==> src/rtl/mem_pkg.sv <==
`default_nettype none

// Memory geometry and command encoding.
package mem_pkg;

    localparam int ADDR_W    = 9;
    localparam int DATA_W    = 32;
    localparam int MEM_DEPTH = 512;   // Addresses wrap modulo this.

    // Command opcodes.
    typedef enum logic [1:0] {
        OP_WRITE = 2'd0,
        OP_READ  = 2'd1,
        OP_FILL  = 2'd2,
        OP_SUM   = 2'd3
    } opcode_t;

endpackage

`default_nettype wire

==> src/rtl/flow_pkg.sv <==
`default_nettype none

// Credit depths for the command and response ports.
package flow_pkg;

    localparam int CMD_CREDITS = 4;   // Equals fifo depth.
    localparam int RSP_CREDITS = 2;

    localparam int CMD_CNT_W = 3;     // Fifo occupancy, 0..4.
    localparam int RSP_CNT_W = 2;     // Response credits, 0..2.

endpackage

`default_nettype wire

==> src/rtl/cmd_fifo.sv <==
`default_nettype none

module cmd_fifo
    import mem_pkg::*;
    import flow_pkg::*;
(
    input  logic              CK,
    input  logic              rst,
    input  logic              cmd_valid,
    input  opcode_t           cmd_op,
    input  logic [ADDR_W-1:0] cmd_addr,
    input  logic [ADDR_W-1:0] cmd_count,
    input  logic [DATA_W-1:0] cmd_data,
    input  logic              pop,
    output logic              head_valid,
    output opcode_t           head_op,
    output logic [ADDR_W-1:0] head_addr,
    output logic [ADDR_W-1:0] head_count,
    output logic [DATA_W-1:0] head_data,
    output logic              cmd_credit
);

    opcode_t           q_op    [CMD_CREDITS];
    logic [ADDR_W-1:0] q_addr  [CMD_CREDITS];
    logic [ADDR_W-1:0] q_count [CMD_CREDITS];
    logic [DATA_W-1:0] q_data  [CMD_CREDITS];

    logic [CMD_CNT_W-2:0] wr_ptr;   // Wraps at the depth.
    logic [CMD_CNT_W-2:0] rd_ptr;
    logic [CMD_CNT_W-1:0] used;

    // Host credits make overflow impossible.
    always_ff @(posedge CK) begin
        if (cmd_valid) begin
            q_op[wr_ptr]    <= cmd_op;
            q_addr[wr_ptr]  <= cmd_addr;
            q_count[wr_ptr] <= cmd_count;
            q_data[wr_ptr]  <= cmd_data;
        end
    end

    always_ff @(posedge CK) begin
        if (rst) begin
            wr_ptr     <= '0;
            rd_ptr     <= '0;
            used       <= '0;
            cmd_credit <= 1'b0;
        end else begin
            if (cmd_valid) wr_ptr <= wr_ptr + 1'b1;
            if (pop) rd_ptr <= rd_ptr + 1'b1;
            cmd_credit <= pop;   // One credit back per entry popped.
            case ({cmd_valid, pop})
                2'b10:   used <= used + 1'b1;
                2'b01:   used <= used - 1'b1;
                default: used <= used;
            endcase
        end
    end

    assign head_valid = (used != '0);
    assign head_op    = q_op[rd_ptr];
    assign head_addr  = q_addr[rd_ptr];
    assign head_count = q_count[rd_ptr];
    assign head_data  = q_data[rd_ptr];

endmodule

`default_nettype wire

==> config.mk <==
export PLATFORM = sky130hd
export DESIGN_NAME = cmd_fifo
export DESIGN_NICKNAME = d
export VERILOG_FILES = /design/src/rtl/mem_pkg.sv /design/src/rtl/flow_pkg.sv /design/src/rtl/cmd_fifo.sv
export SDC_FILE = /design/constraint.sdc
export NUM_CORES = 1
export LEC_CHECK = 0
export BUFFER_PORTS_ARGS = -buffer_cell sky130_fd_sc_hd__buf_2
export CAP_MARGIN = 20
export CELL_PAD_IN_SITES_DETAIL_PLACEMENT = 0
export CELL_PAD_IN_SITES_GLOBAL_PLACEMENT = 1
export CORE_MARGIN = 8
export CORE_UTILIZATION = 45
export CTS_CLUSTER_SIZE = 40
export DETAILED_ROUTE_END_ITERATION = 10
export HOLD_SLACK_MARGIN = 0.12
export PLACE_DENSITY = 0.78
export SLEW_MARGIN = 25
export SYNTH_ARGS = -nofsm -noshare
export SYNTH_HDL_FRONTEND = slang
export SYNTH_SLANG_ARGS = --single-unit
==> constraint.sdc <==
create_clock -name CK -period 2.4 [get_ports CK]
set_input_delay 0.72 -clock CK [delete_from_list [all_inputs] [get_ports CK]]
set_output_delay 0.72 -clock CK [all_outputs]
set_load 0.05 [all_outputs]
; Yosys cells after proc, flatten, opt, wreduce, memory -nomap -nowiden
; Memory sizes are Yosys's and may differ from the RTL's. A register that Yosys moved wholly into a read port is not among the register bits.
; Index checks and enable logic that the tools add are counted.
[totals]
out_inout_bits = 54
mem_count = 4
elab_cells = 27
in_bits = 56
register_bits = 8
ram_bits = 208
[op_classes]
reduce_logical = 2
n_eq_ne = 2
muxes = 11
add_sub_neg = 4
[mem_list]
columns = name, words, word_bits, read_ports, rd_ports_with_merged_regs, wr, line_no
row1 = q_data, 4, 32, 1, 1, 1, cmd_fifo.sv:26  ; logic [DATA_W-1:0] q_data [CMD_CREDITS];
row2 = q_addr, 4, 9, 1, 1, 1, cmd_fifo.sv:24  ; logic [ADDR_W-1:0] q_addr [CMD_CREDITS];
row3 = q_count, 4, 9, 1, 1, 1, cmd_fifo.sv:25  ; logic [ADDR_W-1:0] q_count [CMD_CREDITS];
row4 = q_op, 4, 2, 1, 1, 1, cmd_fifo.sv:23  ; opcode_t q_op [CMD_CREDITS];
[op_table]
columns = cell, count
row1 = $mux 2, 8
row2 = $pmux 3 s2, 1
row3 = $add 2x1->2 const B, 2
row4 = $add 3x1->3 const B, 1
row5 = $reduce_bool 3->1, 1
row6 = $sub 3x1->3 const B, 1
row7 = $eq 2x1->1 const B, 1
row8 = $eq 2x2->1 const B, 1
row9 = $mux 1, 2
row10 = $reduce_bool 2->1, 1

; Depth between registers and ports, before layout
[depth]
depth_word = 3
depth_mapped = 6
ltp_nobuf = 6

; Worst setup path before layout
; OpenSTA, ideal clock, no wires.
[synth_timing]
path_type = input-to-reg
start = in cmd_valid
end = mem q_addr[0][0], enable pin
required_ns = 1.985
arrival_time_ns = 1.959
setup_time_ns = 0.415
stages = 1
path_slack_ns = 0.026
n_path_buf = 0
cell_sequence = and2_1
[synth_via]
elab_chain_len = 2
[synth_lines]
columns = element, line_no
row1 = start: declaration, cmd_fifo.sv:9  ; input logic cmd_valid,
row2 = $mux 1, cmd_fifo.sv:34  ; if (cmd_valid) begin
row3 = $mux 1 (implied by the code), cmd_fifo.sv:36  ; q_addr[wr_ptr] <= cmd_addr;
row4 = end: declaration, cmd_fifo.sv:24
; Every way passes these cells.

==> flow_summary.toml <==
[floorplanning]
io-pin-count = 110
die_w_um = 149
core-area_um2 = 17400
initial_core_util_pct = 46.2
dieHeight_um = 149
rows = 48
dieArea_um2 = 22300

[critical_path]
r2r_end = "q_data[2][13]"
ff2ff_path_depth = 4
crit_fanout = 5
endpoint_kind = "output port"
start_kind = "flip-flop"
cp.arrival_ns = 1.87
worst_ep_required_time_ns = 1.68
rrSetupSlack_ns = 0.89
criticalPathCategory = "reg -> out"
reg2reg_from = "wr_ptr[0]"

[final_layout]
fin_area_um2 = 10100
multi_input_area_um2 = 1410
drive_gt1_share_pct = 45.6
area_growth_pct = 25.5
n_fill_cell = 1232
regArea_um2 = 6450
final_util_pct = 57.9
fin_nets = 521

[placed_design]
hpwl_um = 9040
place.gp.congestion = 0.700
dpl_cell_area_um2 = 8860
io_buffers = 109

[timing]
fin_tns_setup_ns = -8.13
setup_viol = 52
skew_ns = 0.00794
timing.final.ws_setup_ns = -0.186
holdWs_ns = 0.445
tightest_slew_ns = 0.462
fmax_mhz = 387
final_hold_viol_count = 0
finalCritPeriodShare_pct = 108
rsz0062_at_grt = "yes"
slew_violations = 0
min_period_ns = 2.59
slew_headroom_pct = 69.2

[detailed_routing]
ant_nets = 0
dr.pass1.iters = 4
via_per_inst = 5.24
drc = 0
drt-initial-drc-count = 201
dr_total_vias = 3668
wl_per_cell_um = 21.9
wirelength_um = 15300

[pwr]
peakVddDrop_mv = 0.541
leakage_uw = 0.00345
total_power_uw = 9010
power_density_nw_per_um2 = 896

[clock_tree]
cts_tree = "built"
hold_buffers = 0
clk_latency_ns = 0.49
clock-root-buffer = "clkbuf_16"
cts-htree-levels = 1
clkTransAtPathRegs_ns = 0.06
clock_path_buffers = 3
clock-sinks = 218
numCtsBuffers = 23

[yosys]
synth_edf_count = 208
synthDistinctLibCells = 21
yosys.area.top_type = "edfxtp_1"
seq_area_frac_synth_pct = 80.5
synth_flop_cell = "edfxtp_1"
ys_seq_elements = 218
syn_inst = 316
ys_warn_count = 0
synth-async-reset-ratio_pct = 0
syn_area_per_cell_um2 = 25.3
synthesis.nets = 378
yosysTopAreaCellShare_pct = 78.0
synth_area_um2 = 8010
ys_top_cells_by_area = "edfxtp_1, mux4_2, dfxtp_1"

[global_routing]
grt_pass1_wl_um = 22700
grt_antenna_before_repair = 1
overflow = 0
grt_start_max_net_pins = 53
grt_usage_pct = 13.2
grt_pass1_vias = 4072

[worst_hold_path]
min_path_type = "in -> reg"
holdCritStartpoint = "cmd_count[2]"
hold-path-cell-count = 1
holdPathEnd = "q_count[1][2]"

[flow_run]
cap_violations = 0

[status]
status = "complete, but fails checks"
violations = "setup timing"
## per-layer routing
metal	GRT usage (%)	share of wire [%]	vias to the layer above	routed length [um]
met2	22.1	50	107	7700
met1	16.6	42	1916	6390
li1	-	-	1624	-
met5	0	0.085	-	13
met3	3.84	6.5	19	993
met4	3.58	1.5	2	223
## power breakdown
part / internal [uW] / leakage, uW / switching [uW] / total [uW]
combinational: 622 / 0.00113 / 916 / 1540
sequential: 4360 / 0.00199 / 51.1 / 4420
clock: 1750 / 0.000319 / 1300 / 3050
total: 6740 / 0.00345 / 2270 / 9010
## critical path, cell delays in order, from the launching register on
cell,delay [ns]
dfxtp_4,0.39
buf_12,0.14
buf_12,0.12
mux4_2,0.55
buf_8,0.18
## worst max-delay path by stage
stage	from	end	slack, ns	depth (start not counted)
floorplan	cmd_valid	q_addr[0][0]	0.03	1
global placement	cmd_valid	used[2]	0.21	7
detailed placement	cmd_valid	used[2]	0.18	7
CTS	flip-flop	head_data[0]	-0.22	3
global route	flip-flop	head_count[4]	-0.24	4
finish	flip-flop	head_data[21]	-0.19	4
## layout by cell type, fill, tap and decap left out
cell	instances
a21oi_1	1
and2_2	4
buf_12	8
buf_2	57
buf_4	7
buf_6	49
buf_8	5
clkbuf_1	7
clkbuf_16	28
clkinv_1	5
clkinv_2	5
dfxtp_1	8
dfxtp_2	1
dfxtp_4	1
diode_2	1
edfxtp_1	208
fa_1	1
ha_1	5
inv_1	3
mux2i_1	2
mux4_1	1
mux4_2	51
nand2_1	1
nor2_1	7
nor2b_1	1
o21ai_0	1
or3_1	2
xnor2_1	3
xor2_1	2
## cell usage after synthesis (3+ instances only)
cell type / instances
inv_1: 3
nor2_1: 7
edfxtp_1: 208
ha_1: 5
dfxtp_1: 10
xnor2_1: 3
buf_12: 5
buf_2: 5
mux4_2: 50
and2_1: 4
## cell type report
cell class              instances  area share (%)
flip-flops and latches        218            64.2
multi-input cells              82            14.0
repair buffers                131            12.4
clock buffers                  30            5.99
well taps                     225            2.80
clock inverters                10           0.436
inverters                       3           0.112
diodes                          1          0.0249
## cells by family (layout without fill, tap and decap cells)
logic type / count (synthesis) / count (layout) / synth area share, %
AOI/OAI and AO/OA: 2 / 2 / 0.125
xor gates and xnor gates: 5 / 5 / 0.547
adders and majority gates: 6 / 6 / 1.03
buffers and inverters: 16 / 174 / 1.94
DFF: 218 / 218 / 80.5
muxes: 54 / 54 / 15.0
other: 0 / 1 / 0
and+or+nand+nor: 15 / 15 / 0.922
## flip-flops by register name, indices dropped and copies added, names as in the netlist, named ones only
name        count
wr_ptr          2
q_count        36
q_op            8
used            3
q_addr         36
rd_ptr          2
q_data        128
cmd_credit      1
## timing repair
| action | 4_1_cts | 5_1_grt |
|---|---|---|
| setup endpoints to repair | 52 | 52 |
| setup buffers | 1 | 4 |
| gates resized for setup | 97 | 19 |
| gates cloned | 0 | 6 |
| endpoints found under the hold margin | 0 | 0 |
## stage by stage
stage	setup slack (ns)	cells
finish	-0.186	700
global route	-0.243	699
CTS	-0.223	690
detailed placement	0.181	649
global placement	0.207	649
floorplan	0.0261	316
No activity file was read; power rests on OpenSTA's default activity.
