### config.mk
export PLATFORM = sky130hd
export DESIGN_NAME = read_accum
export DESIGN_NICKNAME = d
export VERILOG_FILES = /design/src/rtl/mem_pkg.sv /design/src/rtl/read_accum.sv
export SDC_FILE = /design/constraint.sdc
export NUM_CORES = 1
export LEC_CHECK = 0
export BUFFER_PORTS_ARGS = -buffer_cell sky130_fd_sc_hd__clkbuf_2
export CAP_MARGIN = 15
export CORE_MARGIN = 2
export CORE_UTILIZATION = 33
export CTS_BUF_LIST = sky130_fd_sc_hd__clkbuf_4
export CTS_CLUSTER_DIAMETER = 80
export DETAILED_ROUTE_END_ITERATION = 8
export PLACE_DENSITY_LB_ADDON = 0.3
export SYNTH_ARGS = -nofsm -noshare
export SYNTH_HDL_FRONTEND = slang
export SYNTH_SLANG_ARGS = --single-unit
### constraint.sdc
create_clock -name CK -period 4.4 [get_ports CK]
set_clock_uncertainty 0.15 [all_clocks]
set_input_delay 0.22 -clock CK [delete_from_list [all_inputs] [get_ports CK]]
set_output_delay 0.22 -clock CK [all_outputs]
set_load 0.1 [all_outputs]
### src/rtl/mem_pkg.sv
`default_nettype none

// Memory geometry and command encoding.
package mem_pkg;

    localparam int ADDR_W    = 9;
    localparam int DATA_W    = 32;
    localparam int MEM_DEPTH = 512;   // Addresses wrap modulo this.

    // Command opcodes.
    typedef enum logic [1:0] {
        OP_WRITE = 2'd0,
        OP_READ  = 2'd1,
        OP_FILL  = 2'd2,
        OP_SUM   = 2'd3
    } opcode_t;

endpackage

`default_nettype wire

### src/rtl/read_accum.sv
`default_nettype none

module read_accum
    import mem_pkg::*;
(
    input  logic              CK,
    input  logic              rst,
    input  logic              rd_issue,
    input  logic              rd_accum,
    input  logic              rd_last,
    input  logic [DATA_W-1:0] DO,
    output logic              rsp_valid,
    output logic [DATA_W-1:0] rsp_data
);

    logic              issue_q;
    logic              accum_q;
    logic              last_q;
    logic [DATA_W-1:0] total;
    logic [DATA_W-1:0] total_next;

    // Tags line up with DO one cycle after the access.
    always_ff @(posedge CK) begin
        if (rst) begin
            issue_q <= 1'b0;
            accum_q <= 1'b0;
            last_q  <= 1'b0;
        end else begin
            issue_q <= rd_issue;
            accum_q <= rd_accum;
            last_q  <= rd_last;
        end
    end

    assign total_next = total + DO;   // Wraps on overflow.

    always_ff @(posedge CK) begin
        if (rst) begin
            rsp_valid <= 1'b0;
            total     <= '0;
        end else begin
            rsp_valid <= issue_q && (!accum_q || last_q);
            if (issue_q && accum_q) begin
                total <= last_q ? '0 : total_next;
            end
        end
    end

    always_ff @(posedge CK) begin
        if (issue_q && !accum_q) rsp_data <= DO;
        else if (issue_q && last_q) rsp_data <= total_next;
    end

endmodule

`default_nettype wire

## After elaboration in Yosys (flattened, before gate mapping)

Cells that the tools add are included.

- $add $sub $neg: 1
- Muxes and demuxes: 3
- Reduce and logical (&&, ||, !) cells: 7

Operators with widths:

| operator | count |
|---|---|
| $mux W32 | 3 |
| $add A32 B32 Y32 | 1 |
| $logic_and A1 B1 Y1 | 4 |
| $reduce_bool A2 Y1 | 1 |
| $logic_not A1 Y1 | 1 |
| $logic_or A1 B1 Y1 | 1 |

- Register bits: 68
- Word-level logic and storage cells: 17

## Logic depth before layout (Yosys ltp)

- Word-level depth: 3
- Mapped depth: 10
- Mapped depth without buffers: 10

## Worst setup path before layout

Ideal clock, no wire load.

- Path type: register to register
- Start: reg last_q
- End: reg rsp_data[0] (enable)
- Data arrival time: 3.044 ns
- Path slack: 0.734 ns
- Stages on the path, launching flop included: 4
- Buffers on the path: 1
- Period minus slack after synthesis: 3.666 ns
- Path through: dfxtp_1 clkbuf_1 inv_1 a21boi_0

- Word-level cells in the longest chain between the ends: 2

Ends and longest elaborated chain:

| element | line | RTL |
|---|---|---|
| from (decl) | read_accum.sv:18 | `logic last_q;` |
| from (signal assigned) | read_accum.sv:31 | `last_q <= rd_last;` |
| $logic_and A1 B1 Y1 | read_accum.sv:51 | `else if (issue_q && last_q) rsp_data <= total_next;` |
| $reduce_bool A2 Y1 (no source line) | n/a |  |
| to (signal assigned) | read_accum.sv:51 |  |
| to (decl) | read_accum.sv:13 | `output logic [DATA_W-1:0] rsp_data` |

No other way between the ends.
A chain may end at the register's enable or synchronous reset.

## Worst setup path after layout

- Start: in DO[0]
- End: reg rsp_data[20] (data pin)

- Word-level cells in the longest chain between the ends: 3

Ends and longest elaborated chain:

| element | line | RTL |
|---|---|---|
| from (decl) | read_accum.sv:11 | `input logic [DATA_W-1:0] DO,` |
| $add A32 B32 Y32 | read_accum.sv:35 | `assign total_next = total + DO;` |
| $mux W32 | read_accum.sv:51 |  |
| $mux W32 | read_accum.sv:50 | `if (issue_q && !accum_q) rsp_data <= DO;` |

No other way between the ends. The select of a mux whose other input is x is not followed.

==> flow_summary.yaml <==
outcome:
  status: "complete, no violations"
synth:
  synthesis.instances: 461
  synth.top_cells.by_area: "sky130_fd_sc_hd__edfxtp_1, sky130_fd_sc_hd__dfxtp_1, sky130_fd_sc_hd__ha_1"
  synth_enable_flop_cells: 32
  post_synth_num_cell_types: 62
  ys_seq_elements: 68
  synth_async_sr_flop_share: 0
  synthesized_cell_area_mm2: 0.00433
  syn_avg_cell_area_um2: 9.39
  synth_nets: 530
  synth.most_common_cell: "sky130_fd_sc_hd__nand2_1"
  synth_seq_area_share: 0.389
  synth_warnings: 0
  yosys.area.top_type: "sky130_fd_sc_hd__edfxtp_1"
  netlist_top_cells_count: "sky130_fd_sc_hd__nand2_1, sky130_fd_sc_hd__a21oi_1, sky130_fd_sc_hd__dfxtp_1"
  synthFlopType: "sky130_fd_sc_hd__dfxtp_1"
  yosysTopAreaCellShare: 0.222
clock_network:
  clk-insertion-delay-late_ns: 0.44
  clk_path_buf_depth: 2
  tritoncts_clock_tree: "done"
  clock_sink_count: 68
  cts.root.buffer_cell: "sky130_fd_sc_hd__clkbuf_4"
  ctsHtreeMaxLevel: 3
  numCtsBuffers: 9
  worst_setup_hold_path_clk_slew_ns: 0.12
  cts_post_setup_buffers_inserted: 0
global_routing:
  grt_first_pass_wirelength_um: 18000
  grt.total_usage: 0.158
  grt_pass1_vias: 3714
  antenna_violations_before_repair: 0
  overflow_left_after_global_routing: 0
  maximum_number_of_pins_on_one_net_before_global_route_repair: 34
setup_path:
  slowest_stage: "sky130_fd_sc_hd__dlygate4sd3_1"
  end_kind: "register"
  cp_max_fo: 3
  max_stage_delay_ns: 0.53
  rrSetupSlack_ns: 1.29
  worstRegToRegCells: 10
  rr_endpoint: "rsp_data[20]$_DFFE_PP_"
  worstSetupPathType: "primary input to register"
  cp_data_arrival_time_ns: 3.26
  required_ns: 4.45
  rr_startpoint: "total[0]$_SDFFE_PP0P_"
  crit_path_start_kind: "primary input"
  timing.critical_path.cells: "dlygate4sd3_1 -> clkbuf_2 -> ha_1 -> fa_1 -> a21oi_1 -> o211a_1 -> nor4_1 -> a211o_1 -> a31oi_4 -> o221ai_2 -> xor2_1 -> mux2_2"
layout:
  n_antenna_cell: 0
  register_area_mm2: 0.00168
  fin_cells: 736
  nets: 628
  syn2layout_area_growth_pct: 22.8
  post_route_cells_drive_above_1_share: 0.202
  multi_input_comb_area_mm2: 0.00252
  filler_cells: 1305
min_path:
  holdCritPathClass: "primary input to register"
  hold-path-cell-count: 3
  hold_end: "rsp_data[29]$_DFFE_PP_"
  min-delay-start: "DO[29]"
placed_design:
  placement.io_buffers: 69
  hpwl_after_detailed_placement_um: 7790
  gp_congestion: 0.917
  dpl.cell_count: 686
  dpl_worst_slack_ns: 1.33
pwr:
  pwr_cell_area_mw_per_mm2: 281
  power.ir.vdd_worst_mv: 0.112
  report.power.total_uw: 1490
  total_switching_power_uw: 504
  power_frac_comb: 0.254
  power_switching_share: 0.338
  seq_power_share: 0.473
  p_leak_uw: 0.00230
  internal_power_uw: 987
  clockPowerShare: 0.273
floorplan:
  core_area_mm2: 0.0127
  ioPinCount: 70
  placementRows: 41
  die_area_mm2: 0.0140
  fp.dieH_um: 119
  fp.dieW_um: 119
  starting_density: 0.340
sta:
  timing.final.crit_period_ns: 3.21
  report.final.slew_viol_count: 0
  timing.final.ws_setup_ns: 1.19
  fin_tns_setup_ns: 0
  setup_repair_after_global_routing_missed_its_margin: "false"
  relSlewSlack: 0.372
  hold_viol: 0
  final_worst_path_period_share: 0.730
  report.final.setup_viol: 0
  worstMarginPinSlew_ns: 0.941
  achievable-frequency_mhz: 311
drt:
  wire_per_inst_um: 14.6
  drt_drc_violations_left: 0
  routed_via_density: 5.19
  drt.antenna.violating_nets: 0
  totalWireLength_um: 10800
  drt_first_iter_violations: 185
  via_count: 3823
  drtPass1Iterations: 4
flow_run:
  cap_violations: 0
==> worst max-delay path by stage <==
stage                       from                endpoint  slack [ns]  depth (start not counted)
2_1_floorplan  last_q$_SDFF_PP0_   rsp_data[0]$_DFFE_PP_        0.73                          3
3_3_place_gp               DO[0]  rsp_data[20]$_DFFE_PP_        1.36                         11
3_5_place_dp               DO[0]  rsp_data[20]$_DFFE_PP_        1.33                         11
4_1_cts                    DO[0]  rsp_data[20]$_DFFE_PP_        1.24                         12
5_1_grt                    DO[0]  rsp_data[20]$_DFFE_PP_        1.06                         12
6_report                   DO[0]  rsp_data[20]$_DFFE_PP_        1.19                         12
==> kinds of logic (layout without fill, tap and decap cells) <==
logic type / count (synthesis) / after routing / share of synthesized area
AOI/OAI and AO/OA: 140 / 140 / 0.240
xor gates and xnor gates: 30 / 30 / 0.0607
adders and majority gates: 32 / 32 / 0.0942
buffers and inverters: 34 / 137 / 0.0332
DFF: 68 / 68 / 0.389
muxes: 10 / 10 / 0.0257
and+or+nand+nor: 147 / 147 / 0.158
==> power groups by stage <==
stage	sequential [uW]	combinational [uW]	clock [uW]
after global routing	708	410	440
after CTS	705	381	419
final	705	379	407
after floorplan	832	165	0
after global placement	719	353	0
after detailed placement	719	356	0
==> cell type report <==
type / count / share of cell area
multi-input cells: 359 / 0.474
clock buffers: 10 / 0.0141
inverters: 14 / 0.00989
flip-flops and latches: 68 / 0.316
clock inverters: 6 / 0.0106
well taps: 172 / 0.0405
repair buffers: 107 / 0.135
==> sequential cells by signal, indices dropped and copies added (netlist names) <==
name and cells:
accum_q 1, issue_q 1, last_q 1, rsp_data 32
rsp_valid 1, total 32
==> worst max-delay path, delay by kind of cell <==
family                     cells  cell delay (ns)
AOI/OAI and AO/OA              5             1.22
xor gates and xnor gates       1             0.16
adders and majority gates      2             0.67
and+or+nand+nor                1             0.08
muxes                          1             0.26
buffers and inverters          2             0.64
==> metal layers <==
metal | vias up | wire length (um) | part of all wire | track usage
met1 | 1814 | 5190 | 0.48 | 0.208
li1 | 1903 | - | - | -
met3 | 22 | 431 | 0.040 | 0.0319
met5 | - | 0 | 0 | 0
met4 | 0 | 240 | 0.022 | 0.0662
met2 | 84 | 4920 | 0.46 | 0.251
==> per-stage QoR <==
| step | utilization | instance area [um^2] | hold slack, ns |
|---|---|---|---|
| finish | 0.418 | 5310 | 0.0469 |
| CTS | 0.418 | 5310 | 0.0147 |
| global placement | 0.381 | 4840 | 0.290 |
| global route | 0.418 | 5310 | 0.0413 |
| detailed placement | 0.381 | 4840 | 0.288 |
| floorplan | - | 4330 | 0.198 |
==> placed cells by master, fill, tap and decap left out, types with 6 or more instances in the layout <==
cell type                       instances
sky130_fd_sc_hd__nand4_1                7
sky130_fd_sc_hd__dfxtp_1               36
sky130_fd_sc_hd__nand2_1               65
sky130_fd_sc_hd__a31oi_1                6
sky130_fd_sc_hd__ha_1                  31
sky130_fd_sc_hd__xor2_1                10
sky130_fd_sc_hd__clkbuf_4              10
sky130_fd_sc_hd__xnor2_1               20
sky130_fd_sc_hd__a22o_1                13
sky130_fd_sc_hd__o21ai_0               19
sky130_fd_sc_hd__inv_1                 14
sky130_fd_sc_hd__edfxtp_1              32
sky130_fd_sc_hd__clkbuf_2              69
sky130_fd_sc_hd__nor2b_1                9
sky130_fd_sc_hd__nor2_1                31
sky130_fd_sc_hd__a22oi_1                8
sky130_fd_sc_hd__nor3_1                10
sky130_fd_sc_hd__a21oi_1               36
sky130_fd_sc_hd__dlygate4sd3_1         34
sky130_fd_sc_hd__a21o_1                15
sky130_fd_sc_hd__mux2_2                 9
==> what timing repair did <==
| action | 4_1_cts | 5_1_grt |
|---|---|---|
| resized for setup | 0 | 0 |
| hold endpoints to repair | 34 | 0 |
| hold buffers | 34 | 0 |
(Power assumes the default switching activity.)
