===== src/rtl/mem_pkg.sv =====
`default_nettype none

// Memory geometry and command encoding.
package mem_pkg;

    localparam int ADDR_W    = 9;
    localparam int DATA_W    = 32;
    localparam int MEM_DEPTH = 512;   // Addresses wrap modulo this.

    // Command opcodes.
    typedef enum logic [1:0] {
        OP_WRITE = 2'd0,
        OP_READ  = 2'd1,
        OP_FILL  = 2'd2,
        OP_SUM   = 2'd3
    } opcode_t;

endpackage

`default_nettype wire


===== src/rtl/flow_pkg.sv =====
`default_nettype none

// Credit depths for the command and response ports.
package flow_pkg;

    localparam int CMD_CREDITS = 4;   // Equals fifo depth.
    localparam int RSP_CREDITS = 2;

    localparam int CMD_CNT_W = 3;     // Fifo occupancy, 0..4.
    localparam int RSP_CNT_W = 2;     // Response credits, 0..2.

endpackage

`default_nettype wire


===== src/rtl/mem_ctrl.sv =====
`default_nettype none

module mem_ctrl
    import mem_pkg::*;
    import flow_pkg::*;
(
    input  logic              CK,
    input  logic              rst,
    input  logic              head_valid,
    input  opcode_t           head_op,
    input  logic [ADDR_W-1:0] head_count,
    input  logic              last,
    input  logic              rsp_credit,
    output logic              pop,
    output logic              load,
    output logic              step,
    output logic              CS,
    output logic              WE,
    output logic              rd_issue,
    output logic              rd_accum,
    output logic              rd_last
);

    typedef enum logic {
        IDLE,
        RUN
    } state_t;

    state_t               state;
    opcode_t              op;
    logic                 one_word;   // Burst ends after the first access.
    logic [RSP_CNT_W-1:0] credits;
    logic                 final_acc;
    logic                 needs_credit;
    logic                 go;
    logic                 spend;

    assign final_acc    = one_word || last;
    assign needs_credit = (op == OP_READ) || ((op == OP_SUM) && final_acc);
    assign go           = (state == RUN) && !(needs_credit && (credits == '0));

    assign pop  = (state == IDLE) && head_valid;
    assign load = pop;
    assign step = go;
    assign CS   = go;
    assign WE   = go && ((op == OP_WRITE) || (op == OP_FILL));

    // Read tags for the response former.
    assign rd_issue = go && ((op == OP_READ) || (op == OP_SUM));
    assign rd_accum = (op == OP_SUM);
    assign rd_last  = final_acc;

    assign spend = rd_issue && final_acc;   // Read that completes a response.

    always_ff @(posedge CK) begin
        if (rst) begin
            state    <= IDLE;
            op       <= OP_WRITE;
            one_word <= 1'b1;
        end else begin
            case (state)
                IDLE: begin
                    if (pop) begin
                        state    <= RUN;
                        op       <= head_op;
                        one_word <= (head_op == OP_READ) || (head_op == OP_WRITE) ||
                                    (head_count == '0);
                    end
                end
                RUN: begin
                    if (go && final_acc) state <= IDLE;
                end
                default: state <= IDLE;
            endcase
        end
    end

    // Response credit counter.
    always_ff @(posedge CK) begin
        if (rst) begin
            credits <= RSP_CNT_W'(RSP_CREDITS);
        end else if (rsp_credit && !spend) begin
            credits <= credits + 1'b1;
        end else if (!rsp_credit && spend) begin
            credits <= credits - 1'b1;
        end
    end

endmodule

`default_nettype wire


===== config.mk =====
export PLATFORM = sky130hd
export DESIGN_NAME = mem_ctrl
export DESIGN_NICKNAME = d
export VERILOG_FILES = /design/src/rtl/mem_pkg.sv /design/src/rtl/flow_pkg.sv /design/src/rtl/mem_ctrl.sv
export SDC_FILE = /design/constraint.sdc
export NUM_CORES = 1
export LEC_CHECK = 0
export ABC_AREA = 1
export BUFFER_PORTS_ARGS = -buffer_cell sky130_fd_sc_hd__clkbuf_2
export CAP_MARGIN = 20
export CORE_AREA = 2 2 39 41
export DETAILED_ROUTE_END_ITERATION = 7
export DIE_AREA = 0 0 41 43
export PLACE_DENSITY = 0.59
export SYNTH_ARGS = -nofsm -noshare
export SYNTH_HDL_FRONTEND = slang
export SYNTH_SLANG_ARGS = --single-unit
export TNS_END_PERCENT = 5

===== constraint.sdc =====
create_clock -name CK -period 1.3 [get_ports CK]
set_clock_uncertainty 0.1 [all_clocks]
set_input_delay 0.26 -clock CK [delete_from_list [all_inputs] [get_ports CK]]
set_output_delay 0.26 -clock CK [all_outputs]
set_load 0.005 [all_outputs]

# Yosys cells after proc, flatten, opt, wreduce, memory -nomap -nowiden
# Index checks and enable logic that the tools add are counted.
# word_totals
in_bits	16
ff_bits	6
word_cells	41
output_inout_bits	8
# op_classes
muxes	5
n_addsub	2
eq_ne	4
n_bitwise	1
reduce_logical	25
# ops
operator	n
1-bit logical AND	10
9-bit logical NOT	1
2-bit logical NOT	3
1-bit logical OR	6
2-bit by 1-bit == test with 1-bit output, second input constant	2
2-bit == test, second input constant	2
2-bit 2-to-1 mux	2
1-bit logical NOT	3
2-bit by 1-bit adder with 2-bit output, second input constant	1
1-bit 2-to-1 mux	2
1-bit case mux with 2 select lines	1
2-bit AND reduction	1
2-bit nonzero test	1
2-bit by 1-bit subtractor with 2-bit output, second input constant	1
1-bit NOT	1

# Depth between registers and ports, before layout
# Gate-level depths: netlist (run 1).
# depth
ltp_word	11
mapped_depth	9
depth_no_buf	9

# Worst setup path after synthesis (run 1)
# OpenSTA, ideal clock, no wires.
# synth_timing
path_type	register to register
startpoint	register one_word
endpoint	register credits[1]
path_stages_with_launch	9
setup_time_ns	0.120
t_arrival_ns	1.218
required_time_ns	1.080
path_buffers	0
setup_slack_ns	-0.138
synth_period_minus_slack_ns	1.438
path_cell_list	dfxtp_1 > nor2_1 > nand2_1 > nand3_1 > nand4_1 > ha_1 > or2_4 > nand4_1 > nand3_1
# synth_via
elab_chain_len	11
elab_cells_between_ends	13
cone_classes	mux: 1; reduce/logical: 12
# synth_rtl
item	line	text
start, declared	mem_ctrl.sv:31	logic one_word;
start signal, assigned	mem_ctrl.sv:66	one_word <= (head_op == OP_READ) || (head_op == OP_WRITE) ||
1-bit logical OR *	mem_ctrl.sv:38	assign final_acc = one_word || last;
1-bit logical AND	mem_ctrl.sv:39	assign needs_credit = (op == OP_READ) || ((op == OP_SUM) && final_acc);
1-bit logical OR	mem_ctrl.sv:39	
1-bit logical AND	mem_ctrl.sv:40	assign go = (state == RUN) && !(needs_credit && (credits == '0));
1-bit logical NOT	mem_ctrl.sv:40	
1-bit logical AND	mem_ctrl.sv:40	
1-bit logical AND	mem_ctrl.sv:49	assign rd_issue = go && ((op == OP_READ) || (op == OP_SUM));
1-bit logical AND *	mem_ctrl.sv:53	assign spend = rd_issue && final_acc;
1-bit logical NOT	mem_ctrl.sv:82	end else if (rsp_credit && !spend) begin
1-bit logical AND	mem_ctrl.sv:82	
2-bit 2-to-1 mux / 2-bit nonzero test (equally long branches)	n/a	
end signal, assigned	mem_ctrl.sv:81	credits <= RSP_CNT_W'(RSP_CREDITS);
end signal, assigned	mem_ctrl.sv:83	credits <= credits + 1'b1;
end signal, assigned	mem_ctrl.sv:85	credits <= credits - 1'b1;
end, declared	mem_ctrl.sv:32	logic [RSP_CNT_W-1:0] credits;
# Every way passes the cells marked *; elsewhere a longest branch is shown, timed or not.
# A chain may end at the register's enable or synchronous reset.

# Worst setup path after layout (run 1)
# layout_timing
startpoint	register one_word
endpoint	output rd_issue
# layout_via
elab_chain_len	7
# layout_rtl
item	line	text
1-bit logical OR	mem_ctrl.sv:38	
1-bit logical AND	mem_ctrl.sv:39	
1-bit logical OR	mem_ctrl.sv:39	
1-bit logical AND	mem_ctrl.sv:40	
1-bit logical NOT	mem_ctrl.sv:40	
1-bit logical AND	mem_ctrl.sv:40	
1-bit logical AND	mem_ctrl.sv:49	
end, declared	mem_ctrl.sv:19	output logic rd_issue,
# No other way between the ends.

==> results of run 1 <==
==> sequential cells by signal, indices dropped and copies added (netlist names) <==
register	count
one_word	1
op	2
credits	2
state	1
==> metal layers <==
layer | up-vias | part of all wire [%]
met5 | - | 0
met4 | 0 | 1.0
met3 | 2 | 7.3
met2 | 11 | 58
met1 | 209 | 33
li1 | 255 | -
==> where the power goes <==
| group | total [mW] | leakage (nW) | internal (mW) | switching, mW |
|---|---|---|---|---|
| clock | 0.168 | 0.0138 | 0.104 | 0.0636 |
| sequential | 0.217 | 0.0507 | 0.203 | 0.0147 |
| combinational | 0.158 | 0.300 | 0.0840 | 0.0744 |
==> placed cells by master (no fill, tap or decap), types with 3 or more instances in the layout <==
master    count
inv_2         3
buf_4         6
nand3_1       3
inv_1        11
dfxtp_2       3
clkbuf_2     22
a21oi_1       3
clkbuf_4      3
nand2_1      12
nor2_1        6
==> synth_stat cells <==
cell and instances:
nand2_1 13, inv_1 12, nor2_1 9, dfxtp_1 6
a21oi_1 3, nand3_1 3, buf_4 2, inv_2 2
nand4_1 2, o21ai_0 2, a31oi_2 1, and2_2 1
clkinv_1 1, ha_1 1, nand2_2 1, nand3_2 1
nor2_2 1, or2_1 1, or2_4 1
==> kinds of logic (layout without fill, tap and decap cells) <==
group,after synthesis,count (layout)
and+or+nand+nor,33,33
DFF,6,6
AOI/OAI and AO/OA,6,6
adders and majority gates,1,1
buffers and inverters,17,49
==> metrics by stage <==
stage                     setup slack [ns]  instances  hold slack [ns]
after floorplan                    -0.0945         63            0.229
after global placement              -0.194        107            0.361
after detailed placement            -0.238        107            0.359
after CTS                           -0.320        111            0.101
after global routing                -0.433        111            0.108
final                               -0.310        111           0.0999
==> path summary, 6_finish.rpt <==
check / from / endpoint / slack, ns / cells past startpoint
setup / recovery: one_word$_SDFFE_PP1P_ / rd_issue / -0.31 / 7
hold / removal: rst / op[1]$_SDFFE_PP0P_ / 0.1 / 2
setup reg to reg: one_word$_SDFFE_PP1P_ / credits[1]$_SDFFE_PP1P_ / -0.12 / 8
hold reg to reg: state$_SDFF_PP0_ / state$_SDFF_PP0_ / 0.45 / 3
==> final cells by class <==
class                   instances  area [sq um]  share of cell area (%)
repair buffers                 31           183                    28.3
well taps                      16          20.0                    3.10
multi-input cells              40           236                    36.6
inverters                      15          56.3                    8.72
flip-flops and latches          6           128                    19.8
clock buffers                   3          22.5                    3.49
==> critical path: stages, from the launching register on <==
cell	delay (ns)
dfxtp_2	0.32
nor2_4	0.09
nand2_2	0.06
buf_6	0.12
a31oi_4	0.18
nand2_1	0.08
inv_1	0.06
clkbuf_2	0.10
==> timing repair <==
| action | in CTS | in global routing |
|---|---|---|
| setup buffers | 1 | 0 |
| setup endpoints to repair | 10 | 8 |
| pin swaps | 3 | 4 |
| gates resized for setup | 5 | 9 |
==> results.cfg, run 1 <==
[global_routing]
grt_pass1_vias = 431
use_met2_pct = 21.9
antenna_found_initial = 0
use_met1_pct = 11.7
overflow = 0
grt-busiest-layer = met2
grt_max_degree = 7
grt_usage_pct = 13.1
grt_pass1_wl_um = 1510
met3_usage_pct = 7.85

[final_layout]
nNetsFinal = 114
syn_to_final_growth_pct = 62.8
drive_gt1_share_pct = 54.7
post-route-util_pct = 46.7
n_antenna_cell = 0
fillCellCount = 151
postLayoutCellArea_sq_um = 646

[logic_synthesis]
synth_cell_types = 19
avgSynthCellArea_sq_um = 6.30
synthMuxAreaShare_pct = 0
syn-num-nets = 80
yosys.area_share.simple_pct = 39.1
synth-compound-area-share_pct = 9.46
synth_top_cell_area_share_pct = 30.3
synth_top_family_by_area = simple AND/OR/NAND/NOR gates
ys_seq_elements = 6
ys_seq_area_share_pct = 30.3
synth_area_leaders = dfxtp_1 30%, nand2_1 12%, inv_1 11%
synth_area_sq_um = 397
synth_top_area_cell = dfxtp_1
synth_xor_area_share_pct = 0
synthCells = 63
synthAdderAreaFrac_pct = 3.15
synth_warnings = 0

[timing]
max_freq_mhz = 621
fin_tns_setup_ns = -1.00
period_share_pct = 124
rsz0062_at_grt = yes
layout_setup_ws_ns = -0.310
slew_headroom_pct = 90.3
worstMarginPinSlew_ns = 0.146
report.final.slew_viol_count = 0
fin_crit_ns = 1.61
setup_viol = 6
hold_viol_final = 0

[floorplan]
row_count = 14
die_w_um = 41
start_util_pct = 28.7
chipHeight_um = 43
dieArea_sq_um = 1760
ios = 24
fp.coreArea_sq_um = 1380

[route]
viasPerCell = 4.30
postRouteAntennaNets = 0
firstDrtPassIters = 1
drc = 0
routedWlPerCell_um = 8.06
first_iter_violations = 0
finalWirelength_um = 895
vias = 477

[critical_path]
crit_type = reg2out
path_max_fanout = 3
cp.arrival_ns = 1.25
end_kind = output port
critPathRequiredTime_ns = 0.94
critPathLaunchType = flip-flop

[clocking]
numCtsBuffers = 3
cts_tree = done
clockBufferDepth = 2
cts_hold_buf = 0
path_clk_slew_ns = 0.04
insertion_delay_ns = 0.24
clock-sinks = 6
cts.htree.levels = 1
cts-root-buf = clkbuf_4

[status]
failed_checks = negative setup slack
outcome = finished, violations left

[place]
placed_cell_area_sq_um = 574
dp_hpwl_um = 761
io_buffer_count = 23
gp_congestion = 0.763

[power]
p_leak_nw = 0.365
p_total_mw = 0.543
power_density_nw_per_um2 = 842
ir_worst_vdd_mv = 0.437

[job]
cap_viol_max_count = 0

[min_path]
hold_path.class = in2reg
No activity file was read; power rests on OpenSTA's default activity.
==> inputs of run 2 (changes only) <==
--- a/config.mk
+++ b/config.mk
@@ -12,6 +12,7 @@
 export DETAILED_ROUTE_END_ITERATION = 7
 export DIE_AREA = 0 0 41 43
 export PLACE_DENSITY = 0.59
+export SKIP_LAST_GASP = 1
 export SYNTH_ARGS = -nofsm -noshare
 export SYNTH_HDL_FRONTEND = slang
 export SYNTH_SLANG_ARGS = --single-unit
==> results.cfg, run 2 (synthesis gave the netlist of run 1 again) <==
[clocking]
numCtsBuffers = 3
clockBufferDepth = 2
cts-root-buf = clkbuf_4
cts.htree.levels = 1
cts_hold_buf = 0
insertion_delay_ns = 0.24
cts_tree = done
clock-sinks = 6
path_clk_slew_ns = 0.04

[floorplan]
start_util_pct = 28.7
row_count = 14
die_w_um = 41
dieArea_sq_um = 1760
fp.coreArea_sq_um = 1380
ios = 24
chipHeight_um = 43

[place]
io_buffer_count = 23
dp_cells = 107
dp_hpwl_um = 761
gp_congestion = 0.763
placed_cell_area_sq_um = 574
place_ws_ns = -0.238

[power]
ir_worst_vdd_mv = 0.430
p_total_mw = 0.537
power_density_nw_per_um2 = 855
p_leak_nw = 0.361

[timing]
holdWs_ns = 0.107
slew_headroom_pct = 84.4
layout_setup_ws_ns = -0.292
report.final.slew_viol_count = 0
rsz0062_at_grt = yes
worstMarginPinSlew_ns = 0.233
fin_crit_ns = 1.59
setup_viol = 8
hold_viol_final = 0
period_share_pct = 122
max_freq_mhz = 628

[route]
finalWirelength_um = 877
first_iter_violations = 0
postRouteAntennaNets = 0
firstDrtPassIters = 1
routedWlPerCell_um = 7.90
viasPerCell = 4.28
vias = 475
drc = 0

[global_routing]
antenna_found_initial = 0
grt_pass1_wl_um = 1540
grt_usage_pct = 13.3
grt_pass1_vias = 431
grt_max_degree = 7
overflow = 0

[final_layout]
fin_cells = 111
drive_gt1_share_pct = 50.5
fillCellCount = 154
syn_to_final_growth_pct = 58.4
reg_top3 = credits: 2 flops, op: 2 flops
layout_common_cells = 23 x clkbuf_2, 12 x nand2_1, 11 x inv_1
final_common_cell = clkbuf_2
postLayoutCellArea_sq_um = 628
nNetsFinal = 114
n_antenna_cell = 0

[status]
outcome = finished, violations left
failed_checks = negative setup slack

[critical_path]
endpoint = rd_issue
end_kind = output port
reg2reg_depth = 8
rrSetupSlack_ns = -0.13
crit_type = reg2out
cp-startpoint = one_word$_SDFFE_PP1P_
r2r_start = one_word$_SDFFE_PP1P_
critPathRequiredTime_ns = 0.94
critPathLaunchType = flip-flop
cp.arrival_ns = 1.23
r2r_end = credits[1]$_SDFFE_PP1P_
path_max_fanout = 3

[job]
cap_viol_max_count = 0

[min_path]
hold_path.class = in2reg
-- run 2: final cells by class --
cell class,count,area (sq um),area share [%]
clock buffers,3,22.5,3.59
inverters,15,56.3,8.96
multi-input cells,40,229,36.5
flip-flops and latches,6,121,19.3
well taps,16,20.0,3.19
repair buffers,31,179,28.5
-- run 2: stage by stage --
step	TNS, ns	utilization [%]
floorplan	-0.164	-
global placement	-0.594	41.5
detailed placement	-0.732	41.5
CTS	-1.32	44.5
global route	-1.91	45.4
finish	-1.06	45.4
-- run 2: per-layer routing --
metal,global-route usage [%],routed length (um),up-vias
met2,21.9,501,11
li1,-,-,255
met4,6.00,9,0
met3,7.85,64,2
met5,0,0,-
met1,12.3,301,207
-- run 2: worst min-delay path by stage --
stage               startpoint                  to  slack, ns  cells past startpoint
floorplan                  rst  op[1]$_SDFFE_PP0P_       0.23                      1
global placement           rst  op[1]$_SDFFE_PP0P_       0.36                      2
detailed placement         rst  op[1]$_SDFFE_PP0P_       0.36                      2
CTS                        rst  op[1]$_SDFFE_PP0P_       0.10                      2
global route               rst  op[1]$_SDFFE_PP0P_       0.12                      2
finish                     rst  op[1]$_SDFFE_PP0P_       0.11                      2
-- run 2: worst max-delay path, stage by stage, from the launching register on --
cell	delay, ns
dfxtp_2	0.32
nor2_4	0.09
nand2_2	0.06
buf_6	0.12
a31oi_4	0.18
nand2_1	0.07
inv_1	0.05
clkbuf_2	0.10
-- run 2: report_power, final --
part           internal, mW  total, mW  switching (mW)
registers             0.202      0.215          0.0133
clock network         0.104      0.169          0.0644
logic                0.0805      0.153          0.0729
-- run 2: repair_timing --
item / in CTS / in global routing
pin swaps: 1 / 4
cloned: 0 / 0
setup buffers: 1 / 0
resized for setup: 2 / 4
endpoints found under the setup margin: 10 / 10
