`src/rtl/mem_pkg.sv`:
```
`default_nettype none

// Memory geometry and command encoding.
package mem_pkg;

    localparam int ADDR_W    = 9;
    localparam int DATA_W    = 32;
    localparam int MEM_DEPTH = 512;   // Addresses wrap modulo this.

    // Command opcodes.
    typedef enum logic [1:0] {
        OP_WRITE = 2'd0,
        OP_READ  = 2'd1,
        OP_FILL  = 2'd2,
        OP_SUM   = 2'd3
    } opcode_t;

endpackage

`default_nettype wire

```
`src/rtl/burst_gen.sv`:
```
`default_nettype none

module burst_gen
    import mem_pkg::*;
(
    input  logic              CK,
    input  logic              rst,
    input  logic              load,
    input  logic              step,
    input  logic [ADDR_W-1:0] head_addr,
    input  logic [ADDR_W-1:0] head_count,
    input  logic [DATA_W-1:0] head_data,
    output logic [ADDR_W-1:0] A,
    output logic [DATA_W-1:0] DI,
    output logic              last
);

    logic [ADDR_W-1:0] remain;   // Words left after the current one.

    always_ff @(posedge CK) begin
        if (rst) begin
            A      <= '0;
            remain <= '0;
        end else if (load) begin
            A      <= head_addr;
            remain <= head_count;
        end else if (step) begin
            A      <= A + 1'b1;   // Wraps past the top word.
            remain <= remain - 1'b1;
        end
    end

    always_ff @(posedge CK) begin
        if (load) DI <= head_data;
    end

    assign last = (remain == '0);

endmodule

`default_nettype wire

```
`config.mk`:
```
export PLATFORM = sky130hd
export DESIGN_NAME = burst_gen
export DESIGN_NICKNAME = d
export VERILOG_FILES = /design/src/rtl/mem_pkg.sv /design/src/rtl/burst_gen.sv
export SDC_FILE = /design/constraint.sdc
export NUM_CORES = 1
export LEC_CHECK = 0
export BUFFER_PORTS_ARGS = -buffer_cell sky130_fd_sc_hd__buf_2
export CAP_MARGIN = 25
export CORE_MARGIN = 3
export CORE_UTILIZATION = 47
export CTS_BUF_LIST = sky130_fd_sc_hd__clkbuf_4 sky130_fd_sc_hd__clkbuf_8
export DETAILED_ROUTE_END_ITERATION = 12
export PLACE_DENSITY = 0.8
export SYNTH_ARGS = -nofsm -noshare
export SYNTH_HDL_FRONTEND = slang
export SYNTH_SLANG_ARGS = --single-unit
```
`constraint.sdc`:
```
create_clock -name CK -period 2.1 [get_ports CK]
set_input_delay 0.42 -clock CK [delete_from_list [all_inputs] [get_ports CK]]
set_output_delay 0.42 -clock CK [all_outputs]
set_load 0.02 [all_outputs]
```
[Yosys cells after proc, flatten, opt, wreduce, memory -nomap -nowiden]
Index checks and enable logic that the tools add are counted.
Word-level totals
  flip-flop bits (word level): 50
  bits of input ports: 54
  word-level logic and storage cells: 11
Cells by class
  add/subtract/negate cells: 2
  mux-type cells: 4
  reductions and logical operators: 2
Operators with widths (count)
  $mux 9: 4
  $add 9x1->9 const B: 1
  $logic_not 9->1: 1
  $sub 9x1->9 const B: 1
  $reduce_bool 2->1: 1

[Longest topological paths before layout]
Gate-level depths: netlist of the first run.
  depth in word-level cells: 3
  mapped depth: 5
  gate-level depth less buffers: 5

[Least setup slack after synthesis of the first run]
Ideal clock, no wire load.
  path type: register to output
  from: register remain[0]
  to: output port last
  data arrival time: 1.483 ns
  required time: 1.680 ns
  path slack: 0.197 ns
  stages on the path, launching flop included: 5
  buffers on the path: 0
  cells stage by stage: dfxtp_1 > inv_1 > ha_1 > or4b_1 > nor3_1
Between the ends
  cells in the longest elaborated chain, start to end: 1
RTL lines
  start: declaration: line burst_gen.sv:18  | logic [ADDR_W-1:0] remain;
  start signal: assignment: line burst_gen.sv:26  | remain <= head_count;
  start signal: assignment: line burst_gen.sv:29  | remain <= remain - 1'b1;
  $logic_not 9->1: line burst_gen.sv:37  | assign last = (remain == '0);
  end: declaration: line burst_gen.sv:15  | output logic last
Every way passes these cells.

[Worst setup path after layout of the first run]
Ends and elaborated chain as after synthesis.

==> results of run 1 <==
[through the flow]
step	area [um^2]	setup WS [ns]	hold WS, ns
6_report	2630	0.0565	0.294
3_5_place_dp	2510	0.278	0.508
2_1_floorplan	1980	0.197	0.469
4_1_cts	2610	0.00638	0.286
3_3_place_gp	2510	0.310	0.496
5_1_grt	2630	-0.0186	0.276
[power by group through the flow]
stage                     logic [mW]  registers [mW]  clock network [mW]
after global placement         0.314            1.19                   0
final                          0.329            1.17               0.547
after CTS                      0.325            1.17               0.561
after global routing           0.360            1.18               0.604
after detailed placement       0.319            1.19                   0
after floorplan               0.0998            1.27                   0
[layout make-up]
class / instances / share of cell area (%)
Inverter: 4 / 0.571
Clock buffer: 5 / 2.62
Sequential cell: 50 / 50.5
Multi-Input combinational cell: 92 / 23.3
Tap cell: 48 / 2.29
Timing Repair Buffer: 101 / 19.9
Clock inverter: 3 / 0.810
[cells by family (layout without fill, tap and decap cells)]
| family | Yosys count | in the layout | synth area share (%) |
|---|---|---|---|
| DFF | 50 | 50 | 66.8 |
| adders and majority gates | 2 | 2 | 1.27 |
| AOI/OAI and AO/OA | 32 | 32 | 11.2 |
| and+or+nand+nor | 50 | 50 | 14.4 |
| muxes | 1 | 1 | 0.570 |
| xor gates and xnor gates | 7 | 7 | 3.10 |
| buffers and inverters | 13 | 113 | 2.59 |
[sequential cells by signal (all words and copies together), names as in the netlist]
signal  flops
DI         32
remain      9
A           9
[layout by cell type, fill, tap and decap left out, types with 3 or more instances in the layout]
cell / netlist / routed
buf_2: 2 / 94
edfxtp_1: 32 / 32
dfxtp_1: 18 / 16
nand2_1: 12 / 12
nor2_1: 9 / 9
o211ai_1: 8 / 8
a21oi_1: 7 / 7
buf_4: 0 / 7
or4_1: 6 / 6
xor2_1: 6 / 6
nand3_1: 5 / 5
a211oi_1: 5 / 5
clkbuf_8: 0 / 5
inv_1: 4 / 4
nor3b_1: 4 / 4
or3_1: 3 / 3
nand4_1: 3 / 3
a311oi_1: 3 / 3
[per-layer routing]
layer / vias to the layer above / GRT usage, % / share of wire (%)
met5: - / 0 / 0
met4: 0 / 3.97 / 0.22
met3: 2 / 6.11 / 9.7
met2: 74 / 28.4 / 46
met1: 751 / 24.0 / 44
li1: 797 / - / -
[worst max-delay path: stages (launching register included)]
cell and delay [ns]:
dfxtp_4 0.37, inv_1 0.05, ha_1 0.16, or4b_4 0.48, nor3_2 0.11, buf_4 0.16
[worst paths after layout]
path	startpoint	endpoint	slack, ns
max	remain[0]	last	0.06
min	head_data[0]	DI[0]	0.29
max reg2reg	remain[0]	remain[8]	0.30
min reg2reg	remain[4]	remain[4]	0.53
[synth_stat cells, drive strengths merged]
| master | count |
|---|---|
| a211oi | 5 |
| a21o | 1 |
| a21oi | 7 |
| a311oi | 3 |
| a31oi | 2 |
| buf | 2 |
| clkbuf | 7 |
| dfxtp | 18 |
| edfxtp | 32 |
| ha | 2 |
| inv | 4 |
| mux2 | 1 |
| nand2 | 12 |
| nand3 | 5 |
| nand4 | 3 |
| nor2 | 9 |
| nor3 | 1 |
| nor3b | 4 |
| nor4b | 1 |
| o211ai | 8 |
| o21ai | 2 |
| o21bai | 1 |
| o311ai | 1 |
| o31ai | 1 |
| o41ai | 1 |
| or3 | 3 |
| or3b | 3 |
| or4 | 7 |
| or4b | 2 |
| xnor2 | 1 |
| xor2 | 6 |
[what timing repair did]
action,CTS,global route
hold buffers,0,0
endpoints found under the setup margin,1,1
gates resized for setup,5,1
buffers inserted,0,2
==> flow_summary.json, run 1 <==
{
  "dieArea_um2": 5020,
  "yosys.area.top_type_share_pct": 48.6,
  "max_cap_violations": 0,
  "ys_warn_count": 0,
  "hold_viol": 0,
  "power_frac_clock_pct": 26.7,
  "start_kind": "flip-flop",
  "die_y_um": 70.9,
  "slew_viol_final": 0,
  "period_share_pct": 97.3,
  "cts_root_buffer": "clkbuf_8",
  "fp.coreArea_um2": 3850,
  "fillers": 310,
  "slew_headroom_pct": 57.3,
  "grt_pass1_wl_um": 7180,
  "num_vias": 1624,
  "synth_top_cell_by_area": "edfxtp_1",
  "dp_hpwl_um": 3340,
  "rows": 22,
  "overflow": 0,
  "final.setup.tns_ns": 0,
  "synth_cells": 155,
  "cts_made_buffers": 5,
  "peakVddDrop_mv": 0.380,
  "fin_cells": 303,
  "grt_pass1_vias": 1492,
  "layout.nets": 310,
  "drt-total-wl_um": 4520,
  "seqPwrFrac_pct": 57.2,
  "viasPerCell": 5.36,
  "fmax_mhz": 489,
  "synthesis.area_um2": 1980,
  "p_sw_mw": 0.549,
  "synth-seq-area-share_pct": 66.8,
  "place_congestion": 0.777,
  "ff_latch_area_um2": 1330,
  "first_iter_violations": 123,
  "ant_nets": 0,
  "min_path_cells": 1,
  "worstSetupEndpointType": "primary output",
  "fin_crit_ns": 2.04,
  "synth_area_leaders": "edfxtp_1 (49%), dfxtp_1 (18%), o211ai_1 (3.0%)",
  "port-buffer-count": 95,
  "finalSetupViolCount": 0,
  "p_int_mw": 1.50,
  "htree_levels": 2,
  "crit_type": "flip-flop to primary output",
  "syn_nets": 211,
  "cp.arrival_ns": 1.62,
  "grt_max_degree": 37,
  "swShare_pct": 26.9,
  "ys_types": 33,
  "rr_worst_depth": 6,
  "avgSynthCellArea_um2": 12.8,
  "clkSinkCount": 50,
  "post-route-util_pct": 68.2,
  "placed_cells": 293,
  "hold_path.class": "input port to flip-flop",
  "multi_input_area_um2": 613,
  "syn2layout_area_growth_pct": 32.9,
  "io_pins": 96,
  "routedWlPerCell_um": 14.9,
  "initial_core_util_pct": 51.3,
  "antennaDiodeCount": 0,
  "power.density_nw_per_um2": 779,
  "path_clk_slew_ns": 0.09,
  "tightestPinTransition_ns": 0.640,
  "grt_usage_pct": 17.9,
  "p_total_mw": 2.05,
  "antenna_found_initial": 0,
  "insertion_delay_ns": 0.30,
  "critPathMaxFanout": 5,
  "p_comb_share_pct": 16.1,
  "p_leak_nw": 1.11,
  "status": "complete, no violations",
  "drive_gt1_share_pct": 45.9,
  "dr.pass1.iters": 4,
  "fin_skew_ns": 0.00532,
  "worstPathRequired_ns": 1.68,
  "die_x_um": 70.9,
  "rsz0062_at_grt": "yes",
  "clk_path_buf_depth": 2,
  "cts_tree": "yes",
  "drc": 0,
  "synth_seq_cells": 50
}
Note: power is estimated with default switching activity, not from simulation.
==> run 2, diff against run 1 <==
- CORE_MARGIN: 3 -> default
==> run 2 against run 1 <==
Compared with the run above: power grew 6.3%; combinational power barely moved; register-to-register slack improved by 0.09 ns; die area is 11% lower; first-iteration DRC count is 0.81% higher; cell count up 0.33%; worst hold slack lost 0.012 ns; clock skew decreased by 0.00061 ns; highest routed layer unchanged.
==> flow_summary.json, run 2 (synthesis gave the netlist of run 1 again) <==
{
  "crit_type": "flip-flop to primary output",
  "ant_nets": 0,
  "status": "complete, no violations",
  "cts_root_buffer": "clkbuf_8",
  "drc": 0,
  "die_y_um": 66.9,
  "grt_pass1_vias": 1345,
  "drive_gt1_share_pct": 46.1,
  "max_cap_violations": 0,
  "p_int_mw": 1.63,
  "viasPerCell": 5.29,
  "fin_crit_ns": 2.07,
  "port-buffer-count": 95,
  "cts_made_buffers": 5,
  "routedWlPerCell_um": 14.5,
  "p_comb_share_pct": 15.0,
  "power_frac_clock_pct": 31.2,
  "cts_tree": "yes",
  "p_total_mw": 2.17,
  "power.density_nw_per_um2": 821,
  "first_iter_violations": 124,
  "clk_path_buf_depth": 2,
  "worstPathRequired_ns": 1.68,
  "drt-total-wl_um": 4410,
  "slew_headroom_pct": 55.6,
  "fp.coreArea_um2": 4030,
  "seqPwrFrac_pct": 53.7,
  "place_congestion": 0.778,
  "peakVddDrop_mv": 0.350,
  "p_leak_nw": 1.11,
  "layout.nets": 309,
  "insertion_delay_ns": 0.31,
  "slew_viol_final": 0,
  "period_share_pct": 98.6,
  "layout_common_cells": "buf_2 (94), edfxtp_1 (32), dfxtp_1 (16)",
  "start_kind": "flip-flop",
  "dpl_cell_area_um2": 2510,
  "final.setup.tns_ns": 0,
  "die_x_um": 66.9,
  "top_register": "DI",
  "worstSetupEndpointType": "primary output",
  "critPathMaxFanout": 4,
  "dp_hpwl_um": 3180,
  "pre_cts_ws_ns": 0.291,
  "clkSinkCount": 50,
  "io_pins": 96,
  "swShare_pct": 25.1,
  "fin_skew_ns": 0.00471,
  "hold_path.class": "input port to flip-flop",
  "antenna_found_initial": 0,
  "dr.pass1.iters": 4,
  "fin_ws_ns": 0.0287,
  "final_cell_area_um2": 2650,
  "p_sw_mw": 0.547,
  "hold_viol": 0,
  "grt_max_degree": 33,
  "largest_reg_flops": 32,
  "fmax_mhz": 483,
  "syn2layout_area_growth_pct": 34.0,
  "num_vias": 1607,
  "initial_core_util_pct": 49.1,
  "cp.arrival_ns": 1.65,
  "rows": 23,
  "rsz0062_at_grt": "yes",
  "grt_pass1_wl_um": 6620,
  "overflow": 0,
  "antennaDiodeCount": 0,
  "htree_levels": 2,
  "dieArea_um2": 4470,
  "grt_usage_pct": 20.6,
  "tightestPinTransition_ns": 0.666,
  "layout_commonest_cell": "buf_2",
  "finalSetupViolCount": 0,
  "reg_top3": "DI (32), A (9), remain (9)",
  "path_clk_slew_ns": 0.09
}
-- run 2: path summary, 6_finish.rpt --
kind | from | to | slack, ns | cells past startpoint
worst max-delay path | remain[0] | last | 0.03 | 5
worst min-delay path | head_data[22] | DI[22] | 0.28 | 1
worst max register to register | remain[2] | remain[5] | 0.39 | 3
worst min register to register | remain[4] | remain[4] | 0.51 | 2
-- run 2: area by class of cell --
| type | count | area, um^2 |
|---|---|---|
| inverters | 4 | 15.0 |
| multi-input cells | 92 | 616 |
| clock buffers | 6 | 76.3 |
| clock inverters | 2 | 37.5 |
| fillers | 324 | 1380 |
| repair buffers | 100 | 515 |
| well taps | 50 | 62.6 |
| flip-flops and latches | 50 | 1330 |
-- run 2: what timing repair did --
action,in CTS,in global routing
hold buffers,0,0
gates cloned,0,0
hold endpoints to repair,0,0
resized for setup,5,2
buffers inserted,0,1
setup endpoints to repair,1,1
-- run 2: critical path: stages, from the launching register on --
cell and delay (ns):
dfxtp_4 0.36, inv_1 0.06, ha_2 0.17, or4b_4 0.47, nor3_2 0.12, buf_4 0.16
-- run 2: through the flow --
| step | hold WS, ns | cells | util [%] |
|---|---|---|---|
| final | 0.282 | 304 | 65.7 |
| after global routing | 0.269 | 304 | 65.7 |
| after global placement | 0.492 | 295 | 62.3 |
| after floorplan | 0.469 | 155 | - |
| after detailed placement | 0.494 | 295 | 62.3 |
| after CTS | 0.278 | 303 | 65.4 |
-- run 2: power groups by stage --
stage	Combinational, mW	Sequential, mW	Clock, mW
2_1_floorplan	0.0998	1.27	0
3_3_place_gp	0.313	1.19	0
3_5_place_dp	0.317	1.19	0
4_1_cts	0.322	1.17	0.691
5_1_grt	0.359	1.18	0.736
6_report	0.327	1.17	0.679
-- run 2: metal layers --
layer | global-route usage [%] | wire length, um | vias to the layer above
li1 | - | - | 786
met3 | 5.48 | 357 | 4
met1 | 28.5 | 1990 | 738
met4 | 5.59 | 44 | 0
met2 | 31.7 | 2010 | 79
met5 | 0 | 0 | -
==> run 3, diff against run 2 <==
- REMOVE_ABC_BUFFERS: default -> 1
- SLEW_MARGIN: default -> 25
==> run 3 against run 2 <==
Compared with the run above: the run now ends with negative setup slack left; core utilization fell by 0.31 points; die area is the same; clock skew decreased by 0.0016 ns; routed wire length decreased by 0.93%; power down 5.9%; clock power down 19%; clock-buffer cell count did not move; sequential cell count is the same; critical path type unchanged; critical endpoint unchanged.
==> flow_summary.json, run 3 (synthesis gave the netlist of run 1 again) <==
{
  "ant_nets": 0,
  "slew_headroom_pct": 58.1,
  "dr.pass1.iters": 4,
  "initial_core_util_pct": 49.1,
  "p_leak_nw": 1.10,
  "violations": "negative setup slack",
  "grt_max_degree": 27,
  "syn2layout_area_growth_pct": 33.4,
  "dp_hpwl_um": 3170,
  "htree_levels": 2,
  "dieArea_um2": 4470,
  "fillers": 332,
  "hold_path.class": "input port to flip-flop",
  "p_comb_share_pct": 16.1,
  "largest_reg_flops": 32,
  "min_path_cells": 1,
  "max_cap_violations": 0,
  "place_congestion": 0.778,
  "p_sw_mw": 0.537,
  "fin_skew_ns": 0.00306,
  "fmax_mhz": 468,
  "first_iter_violations": 117,
  "peakVddDrop_mv": 0.318,
  "num_vias": 1621,
  "finalSetupViolCount": 1,
  "slew_viol_final": 0,
  "fin_ws_ns": -0.0366,
  "p_total_mw": 2.05,
  "layout_common_cells": "buf_2 (94), edfxtp_1 (32), dfxtp_1 (16)",
  "path_clk_slew_ns": 0.09,
  "worstSetupEndpointType": "primary output",
  "grt_pass1_vias": 1435,
  "clkSinkCount": 50,
  "port-buffer-count": 95,
  "start_kind": "flip-flop",
  "antenna_found_initial": 0,
  "critPathMaxFanout": 6,
  "swShare_pct": 26.3,
  "overflow": 0,
  "drt-total-wl_um": 4370,
  "fp.coreArea_um2": 4030,
  "cp.arrival_ns": 1.72,
  "period_share_pct": 102,
  "die_x_um": 66.9,
  "routedWlPerCell_um": 14.4,
  "fin_crit_ns": 2.14,
  "cts_made_buffers": 5,
  "hold_slack_ns": 0.289,
  "grt_pass1_wl_um": 6510,
  "crit_type": "flip-flop to primary output",
  "cts_hold_buffers": 0,
  "layout.nets": 309,
  "cts_tree": "yes",
  "cts_root_buffer": "clkbuf_8",
  "p_int_mw": 1.51,
  "tightestPinTransition_ns": 0.628,
  "post-route-util_pct": 65.4,
  "insertion_delay_ns": 0.30,
  "io_pins": 96,
  "viasPerCell": 5.33,
  "reg_top3": "DI (32), A (9), remain (9)",
  "rows": 23,
  "drc": 0,
  "power_frac_clock_pct": 26.8,
  "pre_cts_ws_ns": 0.293,
  "antennaDiodeCount": 0,
  "layout_commonest_cell": "buf_2",
  "drive_gt1_share_pct": 46.9,
  "seqPwrFrac_pct": 57.1,
  "status": "finished, violations left",
  "grt_usage_pct": 19.9,
  "die_y_um": 66.9,
  "top_register": "DI",
  "clk_path_buf_depth": 2,
  "hold_viol": 0,
  "rsz0062_at_grt": "yes",
  "rr_worst_depth": 3,
  "power.density_nw_per_um2": 776,
  "final.setup.tns_ns": -0.0366,
  "worstPathRequired_ns": 1.68
}
run 3: cell types whose count changed in the layout (fill, tap and decap cells not counted):
cell	change
clkinvlp_4	+1
inv_2	+2
bufinv_16	-1
ha_2	-1
inv_1	-2
ha_4	+1
run 3: path summary, 6_finish.rpt:
| check | startpoint | endpoint | slack, ns |
|---|---|---|---|
| worst min register to register | remain[4] | remain[4] | 0.51 |
| worst max register to register | remain[2] | remain[5] | 0.39 |
| worst min-delay path | head_data[14] | DI[14] | 0.29 |
| worst max-delay path | remain[1] | last | -0.04 |
run 3: layout make-up:
type	instances	area (um^2)	share of cell area, %
Clock buffer	6	76.3	2.90
Tap cell	50	62.6	2.37
Multi-Input combinational cell	92	626	23.7
Clock inverter	2	15.0	0.570
Inverter	4	15.0	0.570
Timing Repair Buffer	100	515	19.6
Sequential cell	50	1330	50.3
run 3: power groups by stage:
stage	logic, mW	registers, mW	clock network, mW
floorplan	0.0841	1.27	0
global placement	0.313	1.19	0
detailed placement	0.318	1.19	0
CTS	0.322	1.17	0.574
global route	0.363	1.18	0.599
finish	0.330	1.17	0.548
run 3: through the flow:
step	area, um^2	instances
detailed placement	2510	295
global placement	2510	295
CTS	2610	303
floorplan	1940	146
finish	2640	304
global route	2640	304
run 3: layer usage:
| metal | up-vias | part of all wire, % | routed length, um | global-route usage, % |
|---|---|---|---|---|
| li1 | 790 | - | - | - |
| met1 | 741 | 44 | 1930 | 25.5 |
| met2 | 82 | 45 | 1970 | 31.6 |
| met3 | 8 | 8.8 | 385 | 5.48 |
| met4 | 0 | 1.6 | 72 | 7.98 |
| met5 | - | 0 | 0 | 0 |
run 3: timing repair:
action                                  CTS  global route
hold endpoints to repair                  0             0
resized for setup                         3             7
endpoints found under the setup margin    1             1
pin swaps                                 0             2
buffers inserted                          0             1
run 3: critical path, stage by stage (launching register included):
cell,delay [ns]
dfxtp_2,0.35
inv_2,0.07
ha_4,0.13
or4b_4,0.47
nor3_2,0.22
buf_4,0.17
